**config.mk**
```make
export PLATFORM = sky130hd
export DESIGN_NAME = uart_echo_top
export DESIGN_NICKNAME = d
export VERILOG_FILES = /design/src/logic/uart_pkg.sv /design/src/logic/uart_echo_queue.sv /design/src/logic/uart_echo_top.sv /design/src/logic/uart_receiver.sv /design/src/logic/uart_transmitter.sv
export SDC_FILE = /design/constraint.sdc
export NUM_CORES = 1
export LEC_CHECK = 0
export BUFFER_PORTS_ARGS = -buffer_cell sky130_fd_sc_hd__buf_2
export CAP_MARGIN = 5
export CORE_AREA = 4 4 90 92
export CTS_BUF_LIST = sky130_fd_sc_hd__clkbuf_4 sky130_fd_sc_hd__clkbuf_8
export DETAILED_ROUTE_END_ITERATION = 10
export DIE_AREA = 0 0 94 96
export GPL_TIMING_DRIVEN = 0
export PLACE_DENSITY = 0.88
export SLEW_MARGIN = 15
export SYNTH_ARGS = -nofsm -noshare
export SYNTH_HDL_FRONTEND = slang
export SYNTH_SLANG_ARGS = --single-unit
export TNS_END_PERCENT = 5
```
**constraint.sdc**
```tcl
create_clock -name clk -period 4.8 [get_ports clk]
set_input_delay 1.44 -clock clk [delete_from_list [all_inputs] [get_ports clk]]
set_output_delay 1.44 -clock clk [all_outputs]
set_load 0.005 [all_outputs]
```
**src/logic/uart_pkg.sv**
```systemverilog
`default_nettype none

package uart_pkg;

    // system clock and line rate
    localparam int CLOCK_FREQ = 125_000_000;
    localparam int BAUD_RATE  = 115_200;

    // cycles per bit on the serial line
    localparam int SYMBOL_EDGE_TIME = CLOCK_FREQ / BAUD_RATE;
    localparam int HALF_SYMBOL_TIME = SYMBOL_EDGE_TIME / 2;

    // one spare bit so a full symbol count never wraps
    localparam int CLOCK_COUNTER_WIDTH = $clog2(SYMBOL_EDGE_TIME) + 1;

    // echo queue sizing, depth must stay a power of two
    localparam int ECHO_DEPTH     = 4;
    localparam int ECHO_PTR_WIDTH = $clog2(ECHO_DEPTH);

endpackage

`default_nettype wire

```
**src/logic/uart_echo_queue.sv**
```systemverilog
`timescale 1ns/1ps
`default_nettype none

module uart_echo_queue import uart_pkg::*; (
    input  wire        clk,
    input  wire        reset,

    input  wire  [7:0] rx_data,
    input  wire        rx_valid,

    output logic [7:0] tx_data,
    output logic       tx_valid,
    input  wire        tx_ready
);
    logic [7:0]                mem [ECHO_DEPTH];
    logic [ECHO_PTR_WIDTH-1:0] wr_ptr;
    logic [ECHO_PTR_WIDTH-1:0] rd_ptr;
    logic [ECHO_PTR_WIDTH:0]   count;
    logic                      full;
    logic                      push;
    logic                      pop;

    assign full = (count == (ECHO_PTR_WIDTH + 1)'(ECHO_DEPTH));
    assign push = rx_valid && !full;  // a byte that finds the queue full is dropped
    assign pop  = tx_valid && tx_ready;

    always_ff @(posedge clk) begin
        if (push) begin
            mem[wr_ptr] <= rx_data;
        end
    end

    // pointers wrap on their own since the depth is a power of two
    always_ff @(posedge clk) begin
        if (reset) begin
            wr_ptr <= '0;
            rd_ptr <= '0;
            count  <= '0;
        end else begin
            if (push) begin
                wr_ptr <= wr_ptr + 1'b1;
            end
            if (pop) begin
                rd_ptr <= rd_ptr + 1'b1;
            end
            case ({push, pop})
                2'b10: begin
                    count <= count + 1'b1;
                end
                2'b01: begin
                    count <= count - 1'b1;
                end
                default: begin
                    count <= count;
                end
            endcase
        end
    end

    // oldest entry sits at the read pointer and stays put until popped
    assign tx_data  = mem[rd_ptr];
    assign tx_valid = (count != '0);

    // the transmitter drains a byte per frame, so the receiver never outruns it
    a_no_write_full: assert property (
        @(posedge clk) disable iff (reset) rx_valid |-> !full);

    // equal pointers with the queue not full means there is nothing to pop
    a_no_pop_empty: assert property (
        @(posedge clk) disable iff (reset) pop |-> (rd_ptr != wr_ptr) || full);

endmodule

`default_nettype wire

```
**src/logic/uart_echo_top.sv**
```systemverilog
`timescale 1ns/1ps
`default_nettype none

module uart_echo_top (
    input  wire        clk,
    input  wire        reset,

    input  wire        serial_in,
    output logic       serial_out,

    output logic [7:0] rx_data,
    output logic       rx_valid,
    output logic       rx_frame_error
);
    logic [7:0] tx_data;
    logic       tx_valid;
    logic       tx_ready;

    // receiver strobes go both to the pins and into the echo path
    uart_receiver u_receiver (
        .clk            (clk),
        .reset          (reset),
        .serial_in      (serial_in),
        .rx_data        (rx_data),
        .rx_valid       (rx_valid),
        .rx_frame_error (rx_frame_error)
    );

    uart_echo_queue u_echo_queue (
        .clk      (clk),
        .reset    (reset),
        .rx_data  (rx_data),
        .rx_valid (rx_valid),
        .tx_data  (tx_data),
        .tx_valid (tx_valid),
        .tx_ready (tx_ready)
    );

    uart_transmitter u_transmitter (
        .clk           (clk),
        .reset         (reset),
        .data_in       (tx_data),
        .data_in_valid (tx_valid),
        .data_in_ready (tx_ready),
        .serial_out    (serial_out)
    );

endmodule

`default_nettype wire

```
**src/logic/uart_receiver.sv**
```systemverilog
`timescale 1ns/1ps
`default_nettype none

module uart_receiver import uart_pkg::*; (
    input  wire        clk,
    input  wire        reset,

    input  wire        serial_in,

    output logic [7:0] rx_data,
    output logic       rx_valid,
    output logic       rx_frame_error
);
    localparam logic [1:0] IDLE  = 2'd0;
    localparam logic [1:0] START = 2'd1;
    localparam logic [1:0] DATA  = 2'd2;
    localparam logic [1:0] STOP  = 2'd3;

    logic                           sync_0;
    logic                           sync_1;
    logic                           line_prev;
    logic                           start_edge;
    logic [1:0]                     state;
    logic [2:0]                     bit_counter;
    logic [CLOCK_COUNTER_WIDTH-1:0] clock_counter;
    logic                           half_done;
    logic                           bit_done;
    logic [7:0]                     rx_shift;

    // two flops against metastability, then one more to see the edge
    always_ff @(posedge clk) begin
        if (reset) begin
            sync_0    <= 1'b1;
            sync_1    <= 1'b1;
            line_prev <= 1'b1;
        end else begin
            sync_0    <= serial_in;
            sync_1    <= sync_0;
            line_prev <= sync_1;
        end
    end

    assign start_edge = line_prev && !sync_1;
    assign half_done  = (clock_counter == CLOCK_COUNTER_WIDTH'(HALF_SYMBOL_TIME - 1));
    assign bit_done   = (clock_counter == CLOCK_COUNTER_WIDTH'(SYMBOL_EDGE_TIME - 1));

    always_ff @(posedge clk) begin
        if (reset) begin
            state          <= IDLE;
            bit_counter    <= '0;
            clock_counter  <= '0;
            rx_valid       <= 1'b0;
            rx_frame_error <= 1'b0;
        end else begin
            rx_valid       <= 1'b0;
            rx_frame_error <= 1'b0;
            case (state)
                IDLE: begin
                    clock_counter <= '0;
                    bit_counter   <= '0;
                    if (start_edge) begin
                        state <= START;
                    end
                end
                START: begin
                    if (half_done) begin
                        clock_counter <= '0;
                        // a short low glitch is not a start bit
                        state <= sync_1 ? IDLE : DATA;
                    end else begin
                        clock_counter <= clock_counter + 1'b1;
                    end
                end
                DATA: begin
                    if (bit_done) begin
                        clock_counter <= '0;
                        bit_counter   <= bit_counter + 3'd1;
                        if (bit_counter == 3'd7) begin
                            state <= STOP;
                        end
                    end else begin
                        clock_counter <= clock_counter + 1'b1;
                    end
                end
                STOP: begin
                    if (bit_done) begin
                        clock_counter  <= '0;
                        rx_valid       <= sync_1;
                        rx_frame_error <= !sync_1;  // stop bit sampled low
                        state          <= IDLE;
                    end else begin
                        clock_counter <= clock_counter + 1'b1;
                    end
                end
                default: begin
                    state <= IDLE;
                end
            endcase
        end
    end

    // data bits arrive lsb first and settle toward bit 0
    always_ff @(posedge clk) begin
        if (state == DATA && bit_done) begin
            rx_shift <= {sync_1, rx_shift[7:1]};
        end
    end

    assign rx_data = rx_shift;

    a_one_strobe: assert property (
        @(posedge clk) disable iff (reset) !(rx_valid && rx_frame_error));

endmodule

`default_nettype wire

```
**src/logic/uart_transmitter.sv**
```systemverilog
`timescale 1ns/1ps
`default_nettype none

module uart_transmitter import uart_pkg::*; (
    input  wire        clk,
    input  wire        reset,

    input  wire  [7:0] data_in,
    input  wire        data_in_valid,
    output logic       data_in_ready,

    output logic       serial_out
);
    localparam logic [2:0] IDLE    = 3'b001;
    localparam logic [2:0] LATCH   = 3'b010;
    localparam logic [2:0] SENDING = 3'b100;

    logic [2:0]                     state;
    logic [2:0]                     next_state;
    logic [7:0]                     data_hold;
    logic [9:0]                     tx_shift;
    logic [3:0]                     bit_counter;
    logic [CLOCK_COUNTER_WIDTH-1:0] clock_counter;
    logic                           bit_done;

    assign bit_done = (clock_counter == CLOCK_COUNTER_WIDTH'(SYMBOL_EDGE_TIME - 1));

    always_comb begin
        next_state = state;
        case (state)
            IDLE: begin
                if (data_in_valid) begin
                    next_state = LATCH;
                end
            end
            LATCH: begin
                next_state = SENDING;
            end
            SENDING: begin
                if (bit_done && bit_counter == 4'd9) begin  // stop bit has run its full period
                    next_state = IDLE;
                end
            end
            default: begin
                next_state = IDLE;
            end
        endcase
    end

    // byte is captured at the handshake, the queue may move on right after
    always_ff @(posedge clk) begin
        if (data_in_valid && data_in_ready) begin
            data_hold <= data_in;
        end
    end

    always_ff @(posedge clk) begin
        if (reset) begin
            state         <= IDLE;
            tx_shift      <= '1;
            bit_counter   <= '0;
            clock_counter <= '0;
        end else begin
            state <= next_state;
            case (state)
                LATCH: begin
                    tx_shift      <= {1'b1, data_hold, 1'b0};  // stop, data, start
                    bit_counter   <= '0;
                    clock_counter <= '0;
                end
                SENDING: begin
                    if (bit_done) begin
                        tx_shift      <= {1'b1, tx_shift[9:1]};  // lsb goes out first
                        bit_counter   <= bit_counter + 4'd1;
                        clock_counter <= '0;
                    end else begin
                        clock_counter <= clock_counter + 1'b1;
                    end
                end
                default: begin
                    tx_shift      <= '1;
                    bit_counter   <= '0;
                    clock_counter <= '0;
                end
            endcase
        end
    end

    assign data_in_ready = (state == IDLE);
    assign serial_out    = tx_shift[0];

    a_state_onehot: assert property (@(posedge clk) disable iff (reset) $onehot(state));

    // line must rest at the mark level between frames
    a_idle_line_high: assert property (
        @(posedge clk) disable iff (reset) (state == IDLE) |-> serial_out);

endmodule

`default_nettype wire

```
* Word level (Yosys, flattened, before mapping)
Memories as Yosys holds them, arrays and structs flattened. A register that Yosys moved wholly into a read port is not among the register bits.
Index checks and enable logic that the tools add are counted.
** Storage, ports and cells
- Bits in registers :: 66
- Latch bits :: 0
- Memory bits (writable) :: 32
- Memory bits (read-only) :: 0
- Input bits :: 3
- Output and inout port bits :: 11
- Logic and storage cells :: 88
- Memories :: 1
** Memory list
- u_echo_queue.mem :: depth 4, bits a word 8, read ports 1, clocked after memory_dff 1, wr ports 1, RTL line uart_echo_queue.sv:15 : logic [7:0] mem [ECHO_DEPTH];
** Operators by class
- $add $sub $neg :: 8
- Multipliers :: 0
- Div/mod/pow operators :: 0
- Order comparisons :: 0
- Equality and inequality tests :: 22
- Shifts and indexed selects :: 0
- Muxes and demuxes :: 20
- Bitwise gates (word level) :: 3
- Reductions and logical operators :: 18
** Operators with widths (number)
- $pmux 12 s3 :: 1
- $add 12x1->12 const B :: 2
- $eq 12x11->1 const B :: 2
- $mux 12 :: 2
- $pmux 10 s2 :: 1
- $ne 2x1->1 const B :: 8
- $eq 12x10->1 const B :: 1
- $mux 2 :: 6
- $pmux 3 s2 :: 2
- $mux 10 :: 1
- $eq 3x3->1 const B :: 3
- $mux 3 :: 3
- $pmux 3 s3 :: 1
- $pmux 2 s4 :: 1
- $add 3x1->3 const B :: 2
- $eq 2x2->1 const B :: 3
- $reduce_or 3->1 :: 2
- $logic_and 1x1->1 :: 5
- $reduce_and 5->1 :: 1
- $add 2x1->2 const B :: 2
- $add 4x1->4 const B :: 1
- $eq 2x1->1 const B :: 2
- $eq 4x4->1 const B :: 1
- $reduce_and 2->1 :: 2
- other kinds (10) :: 16

* Logic depth before layout (Yosys ltp)
Gate-level depths: netlist of run 1.
- Word-level depth :: 5
- Gate-level depth with buffers :: 9
- Depth with buffers taken out :: 9

* Cells and area by module
From an unflattened synthesis of run 1, not the netlist that was laid out.
** Unflattened totals
- Cell total of the unflattened synthesis :: 376
- Area total of the unflattened synthesis :: 4555.6 um^2
** By module, submodules not included
- uart_transmitter :: instances 1, cells an instance 163, area an instance 1651.6 um^2, seq. area each 800.8 um^2
- uart_echo_queue :: instances 1, cells an instance 93, area an instance 1641.6 um^2, seq. area each 1141.1 um^2
- uart_receiver :: instances 1, cells an instance 120, area an instance 1262.5 um^2, seq. area each 680.7 um^2

* Worst setup path after synthesis of run 1
OpenSTA, ideal clock, no wires.
- Kind :: input port to flip-flop
- From :: in reset
- To :: reg u_transmitter.clock_counter[3]
- Library setup time :: 0.064 ns
- Arrival :: 2.208 ns
- Data required time :: 4.736 ns
- Slack :: 2.528 ns
- Stages :: 4
- Buffers on the path :: 1
- Cell sequence :: nand2b_2 > or2_2 > buf_4 > nor2_1
** Between the ends
- Word-level cells in the longest chain between the ends :: 1
** RTL lines
- start: declaration :: RTL line uart_echo_top.sv:6 : input wire reset,
- $reduce_or 3->1 (no line)
- end signal: assignment :: RTL line uart_transmitter.sv:77 : clock_counter <= clock_counter + 1'b1;
- end: declaration :: RTL line uart_transmitter.sv:23 : logic [CLOCK_COUNTER_WIDTH-1:0] clock_counter;
Every way passes these cells.
A chain may end at the register's enable or synchronous reset.

* Worst setup path in the final report of run 1
- From :: reg u_receiver.clock_counter[6]
- To :: reg u_receiver.rx_shift[7], in the netlist u_receiver.rx_data[7] (enable)
** Between the ends
- Word-level cells in the longest chain between the ends :: 2
** RTL lines
- start: declaration :: RTL line uart_receiver.sv:25 : logic [CLOCK_COUNTER_WIDTH-1:0] clock_counter;
- start signal: assignment :: RTL line uart_receiver.sv:71 : clock_counter <= clock_counter + 1'b1;
- start signal: assignment :: RTL line uart_receiver.sv:82 : clock_counter <= clock_counter + 1'b1;
- start signal: assignment :: RTL line uart_receiver.sv:92 : clock_counter <= clock_counter + 1'b1;
- $eq 12x11->1 :: RTL line uart_receiver.sv:45 : assign bit_done = (clock_counter == CLOCK_COUNTER_WIDTH'(SYMBOL_EDGE_TIME - 1));
- $logic_and 1x1->1 :: RTL line uart_receiver.sv:104 : if (state == DATA && bit_done) begin
- end signal: assignment :: RTL line uart_receiver.sv:105 : rx_shift <= {sync_1, rx_shift[7:1]};
- end: declaration :: RTL line uart_receiver.sv:28 : logic [7:0] rx_shift;
Every way passes these cells.

==> impl_metrics.json, run 1 <==
{
  "setup.worst_path.end_class": "flop",
  "switchingPower_w": 0.000440,
  "cts_num_sinks": 105,
  "cts_hold_buf": 0,
  "vias_per_cell": 5.60,
  "worstPathArrival_ns": 2.55,
  "io_pins": 14,
  "worst_slew_pin_slew_ns": 0.864,
  "setup_ws_ns": 2.26,
  "grt-ovfl-total": 0,
  "die_h_um": 96,
  "grt_pass1_wl_mm": 12.3,
  "p_per_area_nw_per_um2": 358,
  "cts_made_buffers": 9,
  "hold_path_class": "reg2reg",
  "combPwrFrac_pct": 8.2,
  "rows": 31,
  "dpl_worst_slack_ns": 2.18,
  "die_x_um": 94,
  "cp_max_fo": 9,
  "worst_ep_required_time_ns": 4.81,
  "synth_cell_types": 48,
  "critPathLaunchType": "flop",
  "design.die.area_um2": 9020,
  "ant_nets": 0,
  "yosys.area.top_type": "edfxtp_1",
  "synth_top_area_share_pct": 33.6,
  "fmax_mhz": 394,
  "seq_area_um2": 2580,
  "intPower_w": 0.00124,
  "seq_area_frac_synth_pct": 60.1,
  "drv_slew": 0,
  "setup_viol": 0,
  "relSlewSlack_pct": 42.2,
  "grt_max_degree": 23,
  "drt-initial-drc-count": 128,
  "diodes": 0,
  "fin_nets": 392,
  "place_congestion": 0.776,
  "dr.pass1.iters": 4,
  "synth_warnings": 0,
  "timing.setup.tns_ns": 0,
  "period_needed_ns": 2.54,
  "synth_edf_count": 48,
  "core-area_um2": 7210,
  "synth_seq_cells": 105,
  "drc": 0,
  "rsz0062_at_grt": "false",
  "initial_core_util_pct": 59.5,
  "portBuffers": 13,
  "grt_antenna_before_repair": 0,
  "use_met1_pct": 21.8,
  "grt_util_all_layers_pct": 17.9,
  "grt_pass1_vias": 2636,
  "met3_usage_pct": 5.00,
  "synthFlopType": "dfxtp_1",
  "final_common_cell": "dfxtp_1",
  "avgSynthCellArea_um2": 12.3,
  "vias": 2678,
  "cts.htree.levels": 3,
  "cts_setup_buffers": 0,
  "totalWireLength_mm": 7.32,
  "clockRootBuffer": "clkbuf_8",
  "fin_crit_sh_pct": 52.9,
  "synth_cells": 350,
  "cap_violations": 0,
  "irDropWorstVdd_mv": 0.238,
  "netlist_area_um2": 4290,
  "power_leakage_nw": 1.50,
  "pwr-share-seq_pct": 58.7,
  "status": "finished, final reports clean",
  "synth_area_leaders": "edfxtp_1 34%, dfxtp_1 27%, nor2_1 4.5%",
  "place_hpwl_mm": 4.93,
  "fillCellCount": 540,
  "multiInputGateArea_um2": 1590,
  "cts_resized": 0,
  "final_layout_size_suffix_gt1_share_pct": 14.2,
  "path_clk_slew_ns": 0.11,
  "grt.busiest_layer": "met2",
  "layout_common_cells": "57 x dfxtp_1, 52 x nor2_1, 48 x edfxtp_1",
  "skew_ns": 0.0137,
  "cts_tree": "yes",
  "wl_per_cell_um": 15.3,
  "swShare_pct": 26.2,
  "r2r_slack_ns": 2.26,
  "clockPowerShare_pct": 33.1,
  "critPathKind": "reg2reg",
  "clk_path_buf_depth": 2,
  "hold_violations": 0,
  "synth_nets": 368,
  "async_flop_share_pct": 0,
  "use_met2_pct": 28.9,
  "worstSkewPairLatency_ns": 0.38,
  "area_growth_pct": 9.24
}
-- per-layer routing --
layer  up-vias  part of all wire (%)
met5         -                     0
met3        18                   3.5
met1      1298                    45
li1       1307                     -
met2        55                    49
met4         0                   2.2
-- worst max-delay path, stage by stage, from the launching register on --
cell and delay, ns:
dfxtp_1 0.37, or4_4 0.60, nor3_4 0.35, nand2_1 0.16, nor2_1 0.69
-- Yosys cell counts (all sizes together) (2+ instances only) --
library cell / number
dfxtp: 57
nor2: 53
edfxtp: 48
inv: 21
ha: 14
xnor2: 14
xor2: 14
nand2: 12
nand3: 12
mux2i: 8
mux4: 8
nand4: 8
a221oi: 7
and2: 6
clkbuf: 6
nor3: 6
nor4: 6
a31oi: 5
a21oi: 4
buf: 4
nand3b: 4
or2: 4
o22ai: 3
a311oi: 2
and4: 2
nor3b: 2
or3: 2
or3b: 2
or4: 2
-- per-stage QoR --
| stage | instance area [um^2] | cells | power, W | util [%] | hold WS, ns |
|---|---|---|---|---|---|
| after floorplan | 4290 | 350 | 0.00111 | - | 0.389 |
| after global placement | 4480 | 462 | 0.00113 | 62.1 | 0.396 |
| after detailed placement | 4480 | 462 | 0.00114 | 62.1 | 0.403 |
| after CTS | 4690 | 478 | 0.00169 | 65.0 | 0.436 |
| after global routing | 4690 | 478 | 0.00174 | 65.0 | 0.447 |
| final | 4690 | 478 | 0.00168 | 65.0 | 0.431 |
-- state kept, by name, summed over array words and instances, names as in the netlist, 2 cells and up, named ones only --
name / count
u_echo_queue.rd_ptr: 2
u_transmitter.data_hold: 8
u_transmitter.clock_counter: 12
u_receiver.bit_counter: 3
u_echo_queue.mem: 32
u_echo_queue.wr_ptr: 2
u_transmitter.bit_counter: 4
u_echo_queue.count: 3
u_transmitter.state: 3
u_receiver.rx_data: 8
u_transmitter.tx_shift: 9
u_receiver.clock_counter: 12
-- worst paths after layout --
path | to | from | cells after the start
worst max-delay path | u_receiver.rx_data[7] | u_receiver.clock_counter[6] | 4
worst min-delay path | u_receiver.sync_1 | u_receiver.sync_0 | 1
worst max register to register | u_receiver.rx_data[7] | u_receiver.clock_counter[6] | 4
worst min register to register | u_receiver.sync_1 | u_receiver.sync_0 | 1
-- cell families after synthesis --
family                   share of synthesized area, %
AO/OA/AOI/OAI                                    4.98
multiplexers                                     6.06
AND/OR/NAND/NOR                                  15.7
buffers and inverters                            2.86
flip-flops                                       60.1
adder cells (fa/ha/maj)                          4.55
XOR/XNOR                                         5.71
-- cell type report --
class | instances | share of cell area [%]
Clock buffer | 9 | 2.64
Buffer | 10 | 0.934
Clock inverter | 7 | 1.79
Timing Repair Buffer | 13 | 1.39
Tap cell | 99 | 2.64
Multi-Input combinational cell | 214 | 33.9
Sequential cell | 105 | 55.1
Inverter | 21 | 1.68
-- power by group through the flow --
stage                     logic, W  registers [W]  clock network [W]
after floorplan           0.000108       0.000999                  0
after global placement    0.000127        0.00100                  0
after detailed placement  0.000137        0.00101                  0
after CTS                 0.000139       0.000985           0.000569
after global routing      0.000151       0.000989           0.000602
final                     0.000138       0.000986           0.000555
(Power assumes the default switching activity.)
==> inputs of run 2 (changes only) <==
ABC_AREA = 1   (was not set)
CORE_AREA = 4 4 92 94   (was 4 4 90 92)
DIE_AREA = 0 0 96 98   (was 0 0 94 96)
clock period = 2.44 ns   (was 4.8 ns; I/O delays follow)
==> impl_metrics.json, run 2 <==
{
  "status": "finished, final reports clean",
  "seq_area_um2": 2580,
  "grt_max_degree": 21,
  "clockRootBuffer": "clkbuf_8",
  "cts_tree": "yes",
  "layout_common_cells": "75 x nand2_1, 69 x nor2_1, 57 x dfxtp_1",
  "setup.worst_path.end_class": "flop",
  "setup_viol": 0,
  "fin_crit_sh_pct": 86.9,
  "cap_violations": 0,
  "synthFlopType": "dfxtp_1",
  "fin_cells": 611,
  "io_pins": 14,
  "seq_area_frac_synth_pct": 57.6,
  "cts_made_buffers": 9,
  "vias_per_cell": 5.27,
  "fin_total_pwr_w": 0.00329,
  "die_x_um": 96,
  "totalWireLength_mm": 7.83,
  "crit_slowest_cell": "o31ai_4",
  "p_per_area_nw_per_um2": 670,
  "portBuffers": 13,
  "power_leakage_nw": 1.79,
  "netlist_area_um2": 4480,
  "reg_top3": "u_echo_queue.mem: 32 flops, u_receiver.clock_counter: 12 flops, u_transmitter.clock_counter: 12 flops",
  "rows": 32,
  "synth_edf_count": 48,
  "async_flop_share_pct": 0,
  "multiInputGateArea_um2": 1680,
  "area_growth_pct": 9.41,
  "drt-initial-drc-count": 168,
  "avgSynthCellArea_um2": 9.38,
  "period_needed_ns": 2.12,
  "yosys.area.top_type": "edfxtp_1",
  "drc": 0,
  "wl_per_cell_um": 12.8,
  "synth_warnings": 0,
  "setup_ws_ns": 0.321,
  "grt_pass1_wl_mm": 13.3,
  "synthTopCellsByCount": "75 x nand2_1, 69 x nor2_1, 57 x dfxtp_1",
  "skew_ns": 0.00802,
  "path_buf_inv": 2,
  "drv_slew": 0,
  "cpPeakStageDelay_ns": 0.38,
  "critPathKind": "reg2reg",
  "die_h_um": 98,
  "dr.pass1.iters": 4,
  "worstPathArrival_ns": 2.36,
  "grt_pass1_vias": 3015,
  "holdWs_ns": 0.447,
  "critPathLaunchType": "flop",
  "rsz0062_at_grt": "false",
  "path_clk_slew_ns": 0.09,
  "hold_violations": 0,
  "worstSkewPairLatency_ns": 0.36,
  "largest_reg_flops": 32,
  "relSlewSlack_pct": 45.9,
  "clk_path_buf_depth": 2,
  "final_layout_size_suffix_gt1_share_pct": 12.2,
  "grt-ovfl-total": 0,
  "design.die.area_um2": 9410,
  "synth_cells": 478,
  "diodes": 0,
  "dpl_worst_slack_ns": -0.189,
  "cts_num_sinks": 105,
  "cp_max_fo": 9,
  "path_cells": "inv_1, o31ai_4, ha_1, inv_1, fa_1, a21oi_1, o21ai_0, o21ai_0, a21oi_1",
  "cts.htree.levels": 3,
  "synth_cell_types": 34,
  "fmax_mhz": 472,
  "grt_util_all_layers_pct": 17.7,
  "synth_top_area_share_pct": 32.2,
  "fin_nets": 522,
  "ant_nets": 0,
  "fillCellCount": 580,
  "final_common_cell": "nand2_1",
  "cp_top_family": "compound AO/OA/AOI/OAI gates",
  "place_congestion": 0.885,
  "synth_area_leaders": "edfxtp_1 32%, dfxtp_1 25%, nand2_1 6.3%",
  "synth_nets": 496,
  "core-area_um2": 7650,
  "worst_slew_pin_slew_ns": 0.808,
  "top_register": "u_echo_queue.mem",
  "place_hpwl_mm": 5.64,
  "irDropWorstVdd_mv": 0.577,
  "synth_most_common_cell": "nand2_1",
  "vias": 3221,
  "hold_path_class": "reg2reg",
  "worst_ep_required_time_ns": 2.68,
  "cts_hold_buf": 0,
  "grt_antenna_before_repair": 0,
  "placed_cells": 594,
  "initial_core_util_pct": 58.6,
  "timing.setup.tns_ns": 0,
  "synth_seq_cells": 105
}
run 2: changes by cell type after synthesis, sizes merged, moves of 7 or more:
cell	delta
a221oi	-7
nand3	+28
xnor2	-11
inv	+32
o21ai	+27
mux2i	-8
nor2	+17
nand2	+70
mux4	-8
a21oi	+20
run 2: repair_timing:
item                       4_1_cts  5_1_grt
setup endpoints to repair        2        1
gates cloned                     0        0
resized for setup                1        2
setup buffers                    0        1
run 2: routing by layer:
layer	vias to the layer above	track usage [%]	wire length [um]
li1	1632	-	-
met1	1510	22.2	3430
met2	67	29.2	3960
met3	12	5.08	320
met4	0	5.69	123
met5	-	0	0
run 2: worst paths after layout:
kind,slack [ns],startpoint,endpoint,cells after the start
setup / recovery,0.32,u_echo_queue.count[2],u_echo_queue.count[2],9
hold / removal,0.45,u_receiver.sync_0,u_receiver.sync_1,1
setup reg to reg,0.32,u_echo_queue.count[2],u_echo_queue.count[2],9
hold reg to reg,0.45,u_receiver.sync_0,u_receiver.sync_1,1
run 2: cells by family after synthesis:
| group | synth area share, % |
|---|---|
| adders and majority gates | 4.36 |
| and+or+nand+nor | 22.0 |
| AOI/OAI and AO/OA | 7.51 |
| buffers and inverters | 5.56 |
| xor gates and xnor gates | 2.93 |
| DFF | 57.6 |
run 2: final cells by class:
type / count / area share, %
Buffer: 9 / 0.944
Clock buffer: 9 / 2.53
Clock inverter: 7 / 1.28
Inverter: 54 / 4.13
Multi-Input combinational cell: 310 / 34.3
Sequential cell: 105 / 52.7
Tap cell: 102 / 2.60
Timing Repair Buffer: 15 / 1.58
run 2: through the flow:
| step | area [um^2] | utilization (%) |
|---|---|---|
| CTS | 4880 | 63.8 |
| global route | 4900 | 64.1 |
| floorplan | 4480 | - |
| global placement | 4670 | 61.1 |
| detailed placement | 4690 | 61.3 |
| finish | 4900 | 64.1 |
run 2: power breakdown:
part,internal (W),total [W],leakage (nW),switching [W]
logic,0.000117,0.000360,0.801,0.000243
registers,0.00191,0.00194,0.892,0.0000285
clock network,0.000394,0.000986,0.0931,0.000592
total,0.00242,0.00329,1.79,0.000864
==> inputs of run 3 (changes only) <==
PLACE_DENSITY = 0.76   (was 0.88)
clock period = 2.6 ns   (was 2.44 ns; I/O delays follow)
==> impl_metrics.json, run 3 (same netlist as run 2, synthesis figures left out) <==
{
  "fin_crit_sh_pct": 88.7,
  "cap_violations": 0,
  "place_hpwl_mm": 5.55,
  "initial_core_util_pct": 58.6,
  "dr.pass1.iters": 4,
  "intPower_w": 0.00227,
  "worstPathArrival_ns": 2.55,
  "wl_per_cell_um": 12.9,
  "hold_violations": 0,
  "largest_reg_flops": 32,
  "diodes": 0,
  "ant_nets": 0,
  "critPathKind": "reg2reg",
  "totalWireLength_mm": 7.90,
  "grt_pass1_vias": 2967,
  "fmax_mhz": 433,
  "top_register": "u_echo_queue.mem",
  "hold_path_class": "reg2reg",
  "status": "finished, final reports clean",
  "layout_common_cells": "75 x nand2_1, 69 x nor2_1, 57 x dfxtp_1",
  "setup_ws_ns": 0.293,
  "irDropWorstVdd_mv": 0.479,
  "place_congestion": 0.842,
  "vias": 3165,
  "critPathLaunchType": "flop",
  "clockRootBuffer": "clkbuf_8",
  "clk_path_buf_depth": 2,
  "cts_setup_buffers": 0,
  "core-area_um2": 7650,
  "rsz0062_at_grt": "false",
  "path_clk_slew_ns": 0.10,
  "cts_num_sinks": 105,
  "drc": 0,
  "cts_made_buffers": 9,
  "drv_slew": 0,
  "design.die.area_um2": 9410,
  "grt_max_degree": 21,
  "setup_viol": 0,
  "stdcell_area_um2": 4900,
  "cp_max_fo": 11,
  "grt-ovfl-total": 0,
  "period_needed_ns": 2.31,
  "p_per_area_nw_per_um2": 632,
  "cts.htree.levels": 3,
  "fin_nets": 521,
  "die_h_um": 98,
  "worstSkewPairLatency_ns": 0.37,
  "r2r_slack_ns": 0.29,
  "worst_slew_pin_slew_ns": 0.801,
  "drt-initial-drc-count": 121,
  "io_pins": 14,
  "fin_total_pwr_w": 0.00310,
  "dpl_worst_slack_ns": -0.0881,
  "clockPowerShare_pct": 30.7,
  "skew_ns": 0.0118,
  "vias_per_cell": 5.19,
  "area_growth_pct": 9.32,
  "worst_ep_required_time_ns": 2.84,
  "grt_antenna_before_repair": 0,
  "holdWs_ns": 0.441,
  "grt_pass1_wl_mm": 13.5,
  "relSlewSlack_pct": 46.4,
  "portBuffers": 13,
  "grt_util_all_layers_pct": 18.1,
  "combPwrFrac_pct": 10.5,
  "reg_top3": "u_echo_queue.mem: 32 flops, u_receiver.clock_counter: 12 flops, u_transmitter.clock_counter: 12 flops",
  "final_layout_size_suffix_gt1_share_pct": 12.0,
  "final_common_cell": "nand2_1",
  "pwr-share-seq_pct": 58.8,
  "rows": 32,
  "power_leakage_nw": 1.78,
  "setup.worst_path.end_class": "flop",
  "cts_tree": "yes",
  "switchingPower_w": 0.000831,
  "swShare_pct": 26.8,
  "die_x_um": 96,
  "place_area_um2": 4690
}
==> run 3: path summary, 6_finish.rpt <==
path                           from                     to  depth (start not counted)
max          u_transmitter.state[2]  u_echo_queue.count[2]                         10
min               u_receiver.sync_0      u_receiver.sync_1                          1
max reg2reg  u_transmitter.state[2]  u_echo_queue.count[2]                         10
min reg2reg       u_receiver.sync_0      u_receiver.sync_1                          1
==> run 3: repair_timing <==
| item | CTS | global route |
|---|---|---|
| resized for setup | 1 | 2 |
| pin swaps | 0 | 0 |
| setup endpoints to repair | 1 | 1 |
| hold buffers | 0 | 0 |
==> run 3: worst max-delay path: stages, from the launching register on <==
cell and delay (ns):
dfxtp_1 0.33, inv_1 0.08, nand3_1 0.17, a31oi_4 0.38, ha_1 0.21, inv_1 0.07
fa_1 0.37, a21oi_1 0.16, o21ai_0 0.14, o21ai_0 0.20, a21oi_1 0.07
==> run 3: power groups by stage <==
stage / registers, W / clock network, W / logic (W)
CTS: 0.00182 / 0.000979 / 0.000313
global placement: 0.00186 / 0 / 0.000295
floorplan: 0.00185 / 0 / 0.000232
detailed placement: 0.00186 / 0 / 0.000307
global route: 0.00183 / 0.00105 / 0.000373
finish: 0.00182 / 0.000952 / 0.000325
==> run 3: metrics by stage <==
stage               setup TNS, ns  utilization [%]  std cells
floorplan                       0                -        478
global placement                0             61.1        593
detailed placement        -0.0881             61.3        594
CTS                             0             63.8        610
global route                    0             64.1        610
finish                          0             64.1        610
==> run 3: final cells by class <==
type	instances	area [um^2]
fill	625	2750
clock buffer	9	124
timing repair buffer	14	72.6
tap	102	128
buffer	9	46.3
sequential	105	2580
inverter	54	203
clock inverter	7	63.8
multi-input combinational	310	1680
==> run 3: per-layer routing <==
metal	global-route usage, %	up-vias	wire length [um]
li1	-	1628	-
met1	23.6	1466	3600
met2	29.5	60	3840
met3	4.39	11	343
met4	5.69	0	121
met5	0	-	0
